### config.mk
export PLATFORM = sky130hd
export DESIGN_NAME = ct_tunnel_top
export DESIGN_NICKNAME = d
export VERILOG_FILES = /design/src/design/ct_pkg.sv /design/src/design/ct_chan_fifo.sv /design/src/design/ct_credit_counter.sv /design/src/design/ct_link_fsm.sv /design/src/design/ct_rx_demux.sv /design/src/design/ct_tunnel_top.sv /design/src/design/ct_tx_mux.sv
export VERILOG_INCLUDE_DIRS = /design/src /design/src/design
export SDC_FILE = /design/constraint.sdc
export NUM_CORES = 1
export LEC_CHECK = 0
export ABC_AREA = 1
export BUFFER_PORTS_ARGS = -buffer_cell sky130_fd_sc_hd__buf_2
export CAP_MARGIN = 20
export CELL_PAD_IN_SITES_DETAIL_PLACEMENT = 1
export CELL_PAD_IN_SITES_GLOBAL_PLACEMENT = 1
export CORE_MARGIN = 2
export CORE_UTILIZATION = 51
export CTS_BUF_LIST = sky130_fd_sc_hd__clkbuf_8
export CTS_CLUSTER_SIZE = 8
export DETAILED_ROUTE_END_ITERATION = 10
export GPL_ROUTABILITY_DRIVEN = 0
export PLACE_DENSITY = 0.88
export SLEW_MARGIN = 0
export SYNTH_ARGS = -nofsm -noshare
export SYNTH_HDL_FRONTEND = slang
export SYNTH_SLANG_ARGS = --single-unit
### constraint.sdc
create_clock -name core_clk_i -period 6.7 [get_ports core_clk_i]
set_input_delay 1.005 -clock core_clk_i [delete_from_list [all_inputs] [get_ports core_clk_i]]
set_output_delay 1.005 -clock core_clk_i [all_outputs]
set_load 0.02 [all_outputs]
### src/design/ct_macros.svh
`ifndef CT_MACROS_SVH
`define CT_MACROS_SVH

// Logical channels sharing the link.
`define CT_NUM_CH 4

// Payload bits carried by one data flit.
`define CT_PAYLOAD_W 16

// Receive buffer depth per channel.
// Also the credit count loaded at init.
`define CT_FIFO_DEPTH 4

// Credits are returned in batches of this size.
`define CT_CREDIT_DECIM 2

// Width of a channel id.
`define CT_CH_W 2

// Width of a credit count holding 0 to CT_FIFO_DEPTH.
`define CT_CNT_W 3

`endif

### src/design/ct_pkg.sv
`include "ct_macros.svh"

package ct_pkg;

  typedef logic [`CT_CH_W-1:0] ch_id_t;

  typedef logic [`CT_CNT_W-1:0] cnt_t;

  typedef enum logic
  {
    flit_data   = 1'b0,
    flit_credit = 1'b1
  } flit_kind_e;

  typedef struct packed
  {
    ch_id_t                    ch;
    logic [`CT_PAYLOAD_W-1:0]  payload;
  } data_view_s;

  // Credit view padded out to the data view width.
  typedef struct packed
  {
    ch_id_t                              ch;
    cnt_t                                cnt;
    logic [`CT_PAYLOAD_W-`CT_CNT_W-1:0]  pad;
  } credit_view_s;

  typedef union packed
  {
    data_view_s   data;
    credit_view_s credit;
  } flit_body_u;

  typedef struct packed
  {
    flit_kind_e kind;
    flit_body_u body;
  } link_word_s;

endpackage

### src/design/ct_chan_fifo.sv
`timescale 1ns/1ps
`include "ct_macros.svh"

module ct_chan_fifo
(
  input  logic                      core_clk_i,
  input  logic                      arst_n_i,
  input  logic                      wr_v_i,
  input  logic [`CT_PAYLOAD_W-1:0]  wr_data_i,
  input  logic                      out_ready_i,
  input  logic                      credit_sent_i,
  output logic                      out_v_o,
  output logic [`CT_PAYLOAD_W-1:0]  out_data_o,
  output ct_pkg::cnt_t              owe_count_o,
  output logic                      empty_o
);

  import ct_pkg::*;

  localparam int ptr_w = $clog2(`CT_FIFO_DEPTH);

  logic [`CT_PAYLOAD_W-1:0] mem_q [`CT_FIFO_DEPTH];
  logic [ptr_w-1:0]         wr_ptr_q;
  logic [ptr_w-1:0]         rd_ptr_q;
  cnt_t                     count_q;
  cnt_t                     owe_q;
  logic                     deq;

  assign deq = out_v_o && out_ready_i;

  // Credits guarantee a free entry on every write.
  always_ff @(posedge core_clk_i or negedge arst_n_i)
  begin
    if (!arst_n_i)
    begin
      wr_ptr_q <= '0;
      rd_ptr_q <= '0;
      count_q  <= '0;
      owe_q    <= '0;
    end
    else
    begin
      if (wr_v_i)
      begin
        wr_ptr_q <= wr_ptr_q + 1'b1;
      end
      if (deq)
      begin
        rd_ptr_q <= rd_ptr_q + 1'b1;
      end
      count_q <= count_q + cnt_t'(wr_v_i) - cnt_t'(deq);
      // A dequeue alongside the credit flit stays owed.
      owe_q <= (credit_sent_i ? '0 : owe_q) + cnt_t'(deq);
    end
  end

  always_ff @(posedge core_clk_i)
  begin
    if (wr_v_i)
    begin
      mem_q[wr_ptr_q] <= wr_data_i;
    end
  end

  assign out_v_o     = (count_q != '0);
  assign out_data_o  = mem_q[rd_ptr_q];
  assign empty_o     = (count_q == '0);
  assign owe_count_o = owe_q;

endmodule

### src/design/ct_credit_counter.sv
`timescale 1ns/1ps
`include "ct_macros.svh"

module ct_credit_counter
(
  input  logic                      core_clk_i,
  input  logic                      arst_n_i,
  input  logic                      credit_load_i,
  input  logic                      send_i,
  input  ct_pkg::ch_id_t            send_ch_i,
  input  logic                      ret_v_i,
  input  ct_pkg::ch_id_t            ret_ch_i,
  input  ct_pkg::cnt_t              ret_cnt_i,
  output logic [`CT_NUM_CH-1:0]     has_credit_o
);

  import ct_pkg::*;

  cnt_t [`CT_NUM_CH-1:0] credit_q;
  cnt_t [`CT_NUM_CH-1:0] credit_d;

  // Send and return may hit the same channel in one cycle.
  always_comb
  begin
    for (int c = 0; c < `CT_NUM_CH; c++)
    begin
      credit_d[c] = credit_q[c];
      if (ret_v_i && (ret_ch_i == ch_id_t'(c)))
      begin
        credit_d[c] = credit_d[c] + ret_cnt_i;
      end
      if (send_i && (send_ch_i == ch_id_t'(c)))
      begin
        credit_d[c] = credit_d[c] - cnt_t'(1);
      end
      has_credit_o[c] = (credit_q[c] != '0);
    end
  end

  always_ff @(posedge core_clk_i or negedge arst_n_i)
  begin
    if (!arst_n_i)
    begin
      credit_q <= '0;
    end
    else if (credit_load_i)
    begin
      credit_q <= {`CT_NUM_CH{cnt_t'(`CT_FIFO_DEPTH)}};
    end
    else
    begin
      credit_q <= credit_d;
    end
  end

endmodule

### src/design/ct_link_fsm.sv
`timescale 1ns/1ps
`include "ct_macros.svh"

module ct_link_fsm
(
  input  logic                              core_clk_i,
  input  logic                              arst_n_i,
  input  ct_pkg::cnt_t [`CT_NUM_CH-1:0]     owe_count_i,
  input  logic [`CT_NUM_CH-1:0]             empty_i,
  output logic                              run_o,
  output logic                              credit_load_o,
  output logic                              credit_slot_o,
  output logic [`CT_NUM_CH-1:0]             credit_sent_o,
  output ct_pkg::ch_id_t                    credit_ch_o
);

  import ct_pkg::*;

  localparam logic [1:0] st_reset = 2'd0;
  localparam logic [1:0] st_load  = 2'd1;
  localparam logic [1:0] st_run   = 2'd2;

  logic [1:0] state_q;
  ch_id_t     rr_ptr_q;

  always_ff @(posedge core_clk_i or negedge arst_n_i)
  begin
    if (!arst_n_i)
    begin
      state_q  <= st_reset;
      rr_ptr_q <= '0;
    end
    else
    begin
      case (state_q)
        st_reset: state_q <= st_load;
        st_load:  state_q <= st_run;
        default:  state_q <= st_run;
      endcase
      // Next scan starts after the channel just served.
      if (credit_slot_o)
      begin
        rr_ptr_q <= credit_ch_o + ch_id_t'(1);
      end
    end
  end

  assign run_o         = (state_q == st_run);
  assign credit_load_o = (state_q == st_load);

  // Round-robin search for a channel owing a credit flit.
  always_comb
  begin : credit_scan
    ch_id_t idx;
    logic   owes;
    credit_slot_o = 1'b0;
    credit_ch_o   = '0;
    credit_sent_o = '0;
    for (int i = 0; i < `CT_NUM_CH; i++)
    begin
      idx  = rr_ptr_q + ch_id_t'(i);
      owes = (owe_count_i[idx] >= cnt_t'(`CT_CREDIT_DECIM)) ||
             ((owe_count_i[idx] != '0) && empty_i[idx]);
      if (run_o && !credit_slot_o && owes)
      begin
        credit_slot_o = 1'b1;
        credit_ch_o   = idx;
      end
    end
    if (credit_slot_o)
    begin
      credit_sent_o[credit_ch_o] = 1'b1;
    end
  end

endmodule

### src/design/ct_rx_demux.sv
`timescale 1ns/1ps
`include "ct_macros.svh"

module ct_rx_demux
(
  input  logic                                      link_v_i,
  input  ct_pkg::link_word_s                        link_data_i,
  output logic [`CT_NUM_CH-1:0]                     wr_v_o,
  output logic [`CT_NUM_CH-1:0][`CT_PAYLOAD_W-1:0]  wr_data_o,
  output logic                                      ret_v_o,
  output ct_pkg::ch_id_t                            ret_ch_o,
  output ct_pkg::cnt_t                              ret_cnt_o
);

  import ct_pkg::*;

  logic is_data;
  logic is_credit;

  assign is_data   = link_v_i && (link_data_i.kind == flit_data);
  assign is_credit = link_v_i && (link_data_i.kind == flit_credit);

  // Data view steers the payload to its channel buffer.
  always_comb
  begin
    for (int c = 0; c < `CT_NUM_CH; c++)
    begin
      wr_v_o[c]    = is_data && (link_data_i.body.data.ch == ch_id_t'(c));
      wr_data_o[c] = link_data_i.body.data.payload;
    end
  end

  // Credit view goes back to the local counters.
  assign ret_v_o   = is_credit;
  assign ret_ch_o  = link_data_i.body.credit.ch;
  assign ret_cnt_o = link_data_i.body.credit.cnt;

endmodule

### src/design/ct_tunnel_top.sv
`timescale 1ns/1ps
`include "ct_macros.svh"

module ct_tunnel_top
(
  input  logic                                      core_clk_i,
  input  logic                                      arst_n_i,
  input  logic [`CT_NUM_CH-1:0]                     in_v_i,
  input  logic [`CT_NUM_CH-1:0][`CT_PAYLOAD_W-1:0]  in_data_i,
  output logic [`CT_NUM_CH-1:0]                     in_ready_o,
  output logic [`CT_NUM_CH-1:0]                     out_v_o,
  output logic [`CT_NUM_CH-1:0][`CT_PAYLOAD_W-1:0]  out_data_o,
  input  logic [`CT_NUM_CH-1:0]                     out_ready_i,
  output logic                                      link_v_o,
  output ct_pkg::link_word_s                        link_data_o,
  input  logic                                      link_v_i,
  input  ct_pkg::link_word_s                        link_data_i
);

  import ct_pkg::*;

  logic                                      run;
  logic                                      credit_load;
  logic                                      credit_slot;
  logic [`CT_NUM_CH-1:0]                     credit_sent;
  ch_id_t                                    credit_ch;
  cnt_t [`CT_NUM_CH-1:0]                     owe_count;
  logic [`CT_NUM_CH-1:0]                     empty;
  logic [`CT_NUM_CH-1:0]                     has_credit;
  logic                                      send;
  ch_id_t                                    send_ch;
  logic                                      ret_v;
  ch_id_t                                    ret_ch;
  cnt_t                                      ret_cnt;
  logic [`CT_NUM_CH-1:0]                     wr_v;
  logic [`CT_NUM_CH-1:0][`CT_PAYLOAD_W-1:0]  wr_data;

  ct_link_fsm u_fsm
  (
    .core_clk_i    (core_clk_i),
    .arst_n_i      (arst_n_i),
    .owe_count_i   (owe_count),
    .empty_i       (empty),
    .run_o         (run),
    .credit_load_o (credit_load),
    .credit_slot_o (credit_slot),
    .credit_sent_o (credit_sent),
    .credit_ch_o   (credit_ch)
  );

  ct_credit_counter u_credits
  (
    .core_clk_i    (core_clk_i),
    .arst_n_i      (arst_n_i),
    .credit_load_i (credit_load),
    .send_i        (send),
    .send_ch_i     (send_ch),
    .ret_v_i       (ret_v),
    .ret_ch_i      (ret_ch),
    .ret_cnt_i     (ret_cnt),
    .has_credit_o  (has_credit)
  );

  ct_tx_mux u_tx
  (
    .core_clk_i    (core_clk_i),
    .arst_n_i      (arst_n_i),
    .run_i         (run),
    .credit_slot_i (credit_slot),
    .credit_ch_i   (credit_ch),
    .credit_cnt_i  (owe_count),
    .in_v_i        (in_v_i),
    .in_data_i     (in_data_i),
    .has_credit_i  (has_credit),
    .in_ready_o    (in_ready_o),
    .send_o        (send),
    .send_ch_o     (send_ch),
    .link_v_o      (link_v_o),
    .link_data_o   (link_data_o)
  );

  ct_rx_demux u_rx
  (
    .link_v_i    (link_v_i),
    .link_data_i (link_data_i),
    .wr_v_o      (wr_v),
    .wr_data_o   (wr_data),
    .ret_v_o     (ret_v),
    .ret_ch_o    (ret_ch),
    .ret_cnt_o   (ret_cnt)
  );

  // One receive buffer per logical channel.
  for (genvar c = 0; c < `CT_NUM_CH; c++)
  begin : g_chan
    ct_chan_fifo u_fifo
    (
      .core_clk_i    (core_clk_i),
      .arst_n_i      (arst_n_i),
      .wr_v_i        (wr_v[c]),
      .wr_data_i     (wr_data[c]),
      .out_ready_i   (out_ready_i[c]),
      .credit_sent_i (credit_sent[c]),
      .out_v_o       (out_v_o[c]),
      .out_data_o    (out_data_o[c]),
      .owe_count_o   (owe_count[c]),
      .empty_o       (empty[c])
    );
  end

endmodule

### src/design/ct_tx_mux.sv
`timescale 1ns/1ps
`include "ct_macros.svh"

module ct_tx_mux
(
  input  logic                                          core_clk_i,
  input  logic                                          arst_n_i,
  input  logic                                          run_i,
  input  logic                                          credit_slot_i,
  input  ct_pkg::ch_id_t                                credit_ch_i,
  input  ct_pkg::cnt_t [`CT_NUM_CH-1:0]                 credit_cnt_i,
  input  logic [`CT_NUM_CH-1:0]                         in_v_i,
  input  logic [`CT_NUM_CH-1:0][`CT_PAYLOAD_W-1:0]      in_data_i,
  input  logic [`CT_NUM_CH-1:0]                         has_credit_i,
  output logic [`CT_NUM_CH-1:0]                         in_ready_o,
  output logic                                          send_o,
  output ct_pkg::ch_id_t                                send_ch_o,
  output logic                                          link_v_o,
  output ct_pkg::link_word_s                            link_data_o
);

  import ct_pkg::*;

  ch_id_t rr_ptr_q;

  // Ready is offered up to and including the first valid channel with credit.
  always_comb
  begin : arb
    ch_id_t idx;
    logic   blocked;
    blocked    = 1'b0;
    in_ready_o = '0;
    send_o     = 1'b0;
    send_ch_o  = '0;
    for (int i = 0; i < `CT_NUM_CH; i++)
    begin
      idx = rr_ptr_q + ch_id_t'(i);
      if (run_i && !credit_slot_i && !blocked && has_credit_i[idx])
      begin
        in_ready_o[idx] = 1'b1;
        if (in_v_i[idx])
        begin
          blocked   = 1'b1;
          send_o    = 1'b1;
          send_ch_o = idx;
        end
      end
    end
  end

  always_ff @(posedge core_clk_i or negedge arst_n_i)
  begin
    if (!arst_n_i)
    begin
      rr_ptr_q <= '0;
      link_v_o <= 1'b0;
    end
    else
    begin
      link_v_o <= credit_slot_i || send_o;
      if (send_o)
      begin
        rr_ptr_q <= send_ch_o + ch_id_t'(1);
      end
    end
  end

  always_ff @(posedge core_clk_i)
  begin
    if (credit_slot_i)
    begin
      link_data_o.kind              <= flit_credit;
      link_data_o.body.credit.ch    <= credit_ch_i;
      link_data_o.body.credit.cnt   <= credit_cnt_i[credit_ch_i];
      link_data_o.body.credit.pad   <= '0;
    end
    else if (send_o)
    begin
      link_data_o.kind              <= flit_data;
      link_data_o.body.data.ch      <= send_ch_o;
      link_data_o.body.data.payload <= in_data_i[send_ch_o];
    end
  end

endmodule

After elaboration in Yosys (flattened, before gate mapping)
Memories as Yosys holds them, arrays and structs flattened.
Index checks and enable logic that the tools add are counted.
{"block": "totals", "output_inout_bits": 92, "mem_count": 4, "ram_bits": 256, "register_bits": 78, "wordCells": 271, "inputBits": 94}
{"memory": "g_chan[0].u_fifo.mem_q", "words": 4, "width": 16, "rd": 1, "rd_clocked_by_memory_dff": 0, "wr": 1, "line_no": "ct_chan_fifo.sv:22", "rtl": "logic [`CT_PAYLOAD_W-1:0] mem_q [`CT_FIFO_DEPTH];"}
{"memory": "g_chan[1].u_fifo.mem_q", "words": 4, "width": 16, "rd": 1, "rd_clocked_by_memory_dff": 0, "wr": 1, "line_no": "ct_chan_fifo.sv:22"}
{"memory": "g_chan[2].u_fifo.mem_q", "words": 4, "width": 16, "rd": 1, "rd_clocked_by_memory_dff": 0, "wr": 1, "line_no": "ct_chan_fifo.sv:22"}
{"memory": "g_chan[3].u_fifo.mem_q", "words": 4, "width": 16, "rd": 1, "rd_clocked_by_memory_dff": 0, "wr": 1, "line_no": "ct_chan_fifo.sv:22"}
{"block": "op_classes", "magnitude_cmp": 19, "mux": 99, "n_bitwise": 4, "add_sub_neg": 36, "eq_ne": 8, "reduce_logical": 74}
{"op": "3-bit two-way mux", "count": 17}
{"op": "1-bit logical AND", "count": 42}
{"op": "1-bit two-way mux", "count": 37}
{"op": "18-bit two-way mux", "count": 2}
{"op": "3-bit nonzero test", "count": 12}
{"op": "16-bit binary-select mux with 2-bit select", "count": 1}
{"op": "3-bit binary-select mux with 2-bit select", "count": 5}
{"op": "2-bit by 3-bit < comparator with 1-bit output (second input constant)", "count": 10}
{"op": "2-bit two-way mux", "count": 13}
{"op": "2-bit by 1-bit adder with 2-bit output (second input constant)", "count": 12}
{"op": "3-bit by 1-bit adder with 3-bit output", "count": 8}
{"op": "1-bit binary-select mux with 2-bit select", "count": 12}
{"op": "4-bit two-way mux", "count": 5}
{"op": "16-bit two-way mux", "count": 1}
{"op": "3-bit adder", "count": 4}
{"op": "3-bit by 2-bit greater-or-equal comparator with 1-bit output (second input constant)", "count": 4}
{"op": "3-bit zero test", "count": 4}
{"op": "12-bit two-way mux", "count": 1}
{"op": "4-bit bitwise OR", "count": 3}
{"op": "3-bit by 1-bit subtractor with 3-bit output", "count": 4}
{"op": "3-bit by 1-bit subtractor with 3-bit output (second input constant)", "count": 4}
{"op": "1-bit demux with 2-bit select", "count": 5}
{"op": "2-bit == test (second input constant)", "count": 5}
{"op": "2-bit by 1-bit greater-or-equal comparator with 1-bit output (second input constant)", "count": 5}
{"op": "7 further kinds", "count": 24}

Longest topological paths before layout
{"block": "depth", "word_depth": 39, "depth_mapped": 23, "depth_no_buf": 22}

Cells and area by module
From an unflattened synthesis, not the netlist that was laid out.
{"block": "unflattened", "hier_cells": 1738, "hier_area_um2": 16696.0}
{"mod": "ct_chan_fifo", "area_each_um2": 3111.7, "seq_area_each_um2": 2172.1, "cells_per_inst": 268, "instances": 4}
{"mod": "ct_tx_mux", "area_each_um2": 1953.1, "seq_area_each_um2": 505.5, "cells_per_inst": 311, "instances": 1}
{"mod": "ct_credit_counter", "area_each_um2": 1108.6, "seq_area_each_um2": 300.3, "cells_per_inst": 174, "instances": 1}
{"mod": "ct_link_fsm", "area_each_um2": 614.3, "seq_area_each_um2": 100.1, "cells_per_inst": 98, "instances": 1}
{"mod": "ct_rx_demux", "area_each_um2": 573.0, "seq_area_each_um2": 0.0, "cells_per_inst": 83, "instances": 1}

Worst setup path after synthesis
OpenSTA, ideal clock, no wires.
{"block": "synth_path", "path_type": "input to output", "from": "input in_v_i[3]", "to": "output in_ready_o[0]", "n_path_buf": 0, "stages": 12, "required_time_ps": 5695, "slack_ps": 2991, "arrival_ps": 2704, "path_cell_list": "inv_1 -> nand2_1 -> o21ai_0 -> nor2_1 -> inv_1 -> o21ai_0 -> inv_1 -> o221ai_4 -> nor2_8 -> o21ai_2 -> nand2_1 -> o21ai_0"}
{"block": "synth_via", "elab_chain_cells": 16, "word_cells_on_any_way": 26, "cone_classes": "mux (15); bitwise (2); reduce/logical (9)"}
{"element": "start, declared", "line_no": "ct_tunnel_top.sv:8", "rtl": "input logic [`CT_NUM_CH-1:0] in_v_i,"}
{"element": "1-bit binary-select mux with 2-bit select", "line_no": "ct_tx_mux.sv:41", "rtl": "if (in_v_i[idx])"}
{"element": "1-bit two-way mux (not written as such)", "line_no": "ct_tx_mux.sv:41"}
{"element": "1-bit two-way mux", "line_no": "ct_tx_mux.sv:41"}
{"element": "1-bit two-way mux", "line_no": "ct_tx_mux.sv:38", "rtl": "if (run_i && !credit_slot_i && !blocked && has_credit_i[idx])"}
{"element": "1-bit zero test", "line_no": "ct_tx_mux.sv:38"}
{"element": "1-bit logical AND (2 in series)", "line_no": "ct_tx_mux.sv:38"}
{"element": "1-bit two-way mux", "line_no": "ct_tx_mux.sv:38"}
{"element": "1-bit zero test", "line_no": "ct_tx_mux.sv:38"}
{"element": "1-bit logical AND (2 in series)", "line_no": "ct_tx_mux.sv:38"}
{"element": "1-bit two-way mux", "line_no": "ct_tx_mux.sv:38"}
{"element": "1-bit zero test", "line_no": "ct_tx_mux.sv:38"}
{"element": "1-bit logical AND (2 in series)", "line_no": "ct_tx_mux.sv:38"}
{"element": "4-bit two-way mux (*)", "line_no": "ct_tx_mux.sv:38"}
{"element": "end, declared", "line_no": "ct_tunnel_top.sv:10", "rtl": "output logic [`CT_NUM_CH-1:0] in_ready_o,"}
Every way passes the cells marked *; elsewhere a longest branch is shown, timed or not. The select of a mux whose other input is x is not followed.

Worst setup path after layout
{"block": "layout_path", "from": "register u_tx.rr_ptr_q[0]", "to": "output in_ready_o[1]"}
{"block": "layout_via", "elab_chain_cells": 16, "word_cells_on_any_way": 60, "cone_classes": "add/sub (3); order compare (8); mux (32); bitwise (3); reduce/logical (14)"}
{"element": "start, declared", "line_no": "ct_tx_mux.sv:24", "rtl": "ch_id_t rr_ptr_q;"}
{"element": "start signal, assigned", "line_no": "ct_tx_mux.sv:63", "rtl": "rr_ptr_q <= send_ch_o + ch_id_t'(1);"}
{"element": "branches (longest 15 deep; another with 2-bit by 3-bit < comparator with 1-bit output)"}
{"element": "4-bit two-way mux (*)", "line_no": "ct_tx_mux.sv:38"}
Mark *: on every way between the ends. The select of a mux whose other input is x is not followed.

==> qor.yml <==
track_usage_pct: 27.34
synth_area_um2: 15260
finalInstanceArea_um2: 17490
ys_warn_count: 0
worst_ep_arrival_time_ps: 3670
cp_slowest_cell: "dfrtp_1"
rsz0062_at_grt: "no"
cts_setup_buffers: 0
ctsResizeCount: 0
syn_nets: 1571
clk_pin_slew_worst_paths_ps: 60
finalPower_mw: 8.097
via_per_inst: 5.555
synth_top_area_cell: "edfxtp_1"
globalRoute.totalOverflow: 0
fmax_mhz: 214.0
finalSetupViolCount: 0
antenna_left: 0
ys_ff_latch: 334
cp_num_buf_inv: 4
holdBufCountCts: 0
crit_cells: 12
grt_pass1_vias: 12305
fp.dieH_um: 177.0
vias: 11416
cts.sinks: 334
crit_top_cell: "inv_1"
synth_edf_count: 261
h-tree-depth: 2
die_w_um: 177.0
yosys.area.top_type_share_pct: 51.37
grt_first_pass_wirelength_mm: 65.83
cp.required_ps: 5690
routed_wl_mm: 42.75
numCtsBuffers: 52
holdPathStages: 1
finalSetupTns_ps: 0
start_util_pct: 51.61
setup.worst_path.start_class: "flip-flop"
p_leak_nw: 7.361
synth_area_leaders: "edfxtp_1 51%, dfrtp_1 9.7%, o21ai_0 5.6%"
power.density_nw_per_um2: 462.9
pin_count: 186
drive_gt1_share_pct: 17.85
worst_pin_slew_ps: 1072
grt_max_degree: 60
dr.pass1.iters: 5
max-cap-violations: 0
postSynthAreaPerCell_um2: 10.74
path_class: "reg -> out"
seq_area_frac_synth_pct: 62.89
vdd.ir_drop.worst_uv: 187.4
end_kind: "output pin"
dp_slack_ps: 2616
syn2layout_area_growth_pct: 14.65
clock_latency_ps: 590
maxSlewHeadroom_pct: 28.50
crit_chain: "inv_1, ha_1, nor2_1, inv_1, nand2_1, inv_1, o221ai_4, nor2_8, o21ai_2, nand2_1, o21ai_0, buf_2"
drc_errors: 0
core_area_um2: 29560
synthCells: 1421
antenna_found_initial: 1
worst_slack_ps: 2027
slew_violations: 0
synth_ff_type: "edfxtp_1"
cts_tree: "built"
multi_input_area_um2: 4791
cp_max_fo: 15
min_path_type: "reg -> reg"
regArea_um2: 9594
wl_per_cell_um: 20.80
rr_worst_depth: 14
crit_family: "buffers and inverters"
die_area_um2: 31310
outcome: "completed"
place_area_um2: 16500
fill_cells: 3259
max_stage_delay_ps: 660
period_share_pct: 69.75
fin_crit_ps: 4673
portBuffers: 185
synthDistinctLibCells: 43
post-dp-hpwl_mm: 28.50
final_nets: 1770
root_buffer: "clkbuf_8"
timing.clock.skew_ps: 29.64
hold_viol: 0
clock_path_buffers: 3
rows: 63
initialDrtViolationCount: 769
async_flop_share_pct: 17.66
-- logic make-up (layout without fill, tap and decap cells) --
group | after synthesis | in the layout | synth area share [%]
flip-flops | 334 | 334 | 62.89
other | 0 | 1 | 0
XOR/XNOR | 29 | 29 | 1.714
buffers and inverters | 215 | 458 | 5.774
AND/OR/NAND/NOR | 511 | 511 | 14.55
AO/OA/AOI/OAI | 273 | 273 | 9.866
multiplexers | 3 | 3 | 0.2214
adder cells (fa/ha/maj) | 56 | 56 | 4.986
-- synth_stat cells, types with 18 or more instances --
| library cell | count |
|---|---|
| edfxtp_1 | 261 |
| nor2_1 | 224 |
| o21ai_0 | 172 |
| inv_1 | 156 |
| nand2_1 | 153 |
| nand3_1 | 94 |
| o22ai_1 | 69 |
| dfrtp_1 | 59 |
| ha_1 | 48 |
| clkbuf_1 | 32 |
| a21oi_1 | 19 |
| xor2_1 | 18 |
-- sequential cells by signal, indices dropped and copies added, names as in the netlist, 8 cells and up --
register and cells:
u_tx.link_data_o 19, g_chan.u_fifo.count_q 12, g_chan.u_fifo.wr_ptr_q 8, g_chan.u_fifo.mem_q 256, g_chan.u_fifo.owe_count_o 12, g_chan.u_fifo.rd_ptr_q 8
u_credits.credit_q 12
-- worst register-to-register path, cell delays in order, from the launching register on --
cell and delay [ps]:
dfrtp_1 660, inv_1 380, ha_1 500, o21ai_0 490
nor3_1 130, nand2_1 210, inv_1 100, nand3_1 80
nand3_1 70, nand2_1 70, nand2_1 450, nor2_1 320
nand2_1 110, o21bai_1 130, nand3_1 80
-- per-stage QoR --
| step | std cells | hold WS (ps) | util [%] |
|---|---|---|---|
| floorplan | 1421 | 409.1 | - |
| global placement | 1955 | 418.4 | 55.82 |
| detailed placement | 1955 | 441.6 | 55.82 |
| CTS | 2053 | 433.9 | 59.07 |
| global route | 2055 | 457.7 | 59.17 |
| finish | 2055 | 436.9 | 59.17 |
-- layer usage --
layer	GRT usage [%]	up-vias	part of all wire (%)	routed length [um]
li1	-	5291	-	-
met1	32.00	5624	38	16400
met2	49.81	426	52	22250
met3	5.176	75	6.8	2905
met4	9.952	0	2.8	1203
met5	0	-	0	0
-- layout make-up --
| cell class | count | share of cell area (%) |
|---|---|---|
| multi-input combinational | 872 | 27.39 |
| antenna | 1 | 0.01431 |
| tap | 390 | 2.790 |
| clock inverter | 41 | 1.002 |
| sequential | 334 | 54.85 |
| inverter | 161 | 3.455 |
| clock buffer | 57 | 4.485 |
| timing repair buffer | 199 | 6.009 |
-- worst paths after layout --
path	end	startpoint	slack, ps
min in group asynchronous	g_chan[1].u_fifo.rd_ptr_q[1]	arst_n_i	570
min	u_fsm.state_q[0]	u_fsm.state_q[1]	440
max in group asynchronous	u_credits.credit_q[8]	arst_n_i	5520
max reg2reg	u_credits.credit_q[2]	u_tx.rr_ptr_q[0]	2760
max	in_ready_o[1]	u_tx.rr_ptr_q[0]	2030
min reg2reg	u_fsm.state_q[0]	u_fsm.state_q[1]	440
-- placed cells by master, fill, tap and decap left out, drive strengths merged, types with 5 or more instances in the layout --
cell and count:
a21oi 19, buf 199, clkbuf 57, clkinv 6, dfrtp 59, dfxtp 14, edfxtp 261, fa 8
ha 48, inv 196, nand2 161, nand3 98, nand4 15, nor2 228, nor3 5, o21ai 173
o22ai 69, xnor2 10, xor2 19
-- where the power goes --
group | switching, mW | total (mW) | leakage [nW] | internal (mW)
Sequential | 0.330 | 2.85 | 3.16 | 2.52
Combinational | 2.52 | 3.67 | 3.58 | 1.15
Clock | 0.798 | 1.58 | 0.617 | 0.784
Total | 3.64 | 8.10 | 7.36 | 4.45
Power figures use the tool's default switching activity.
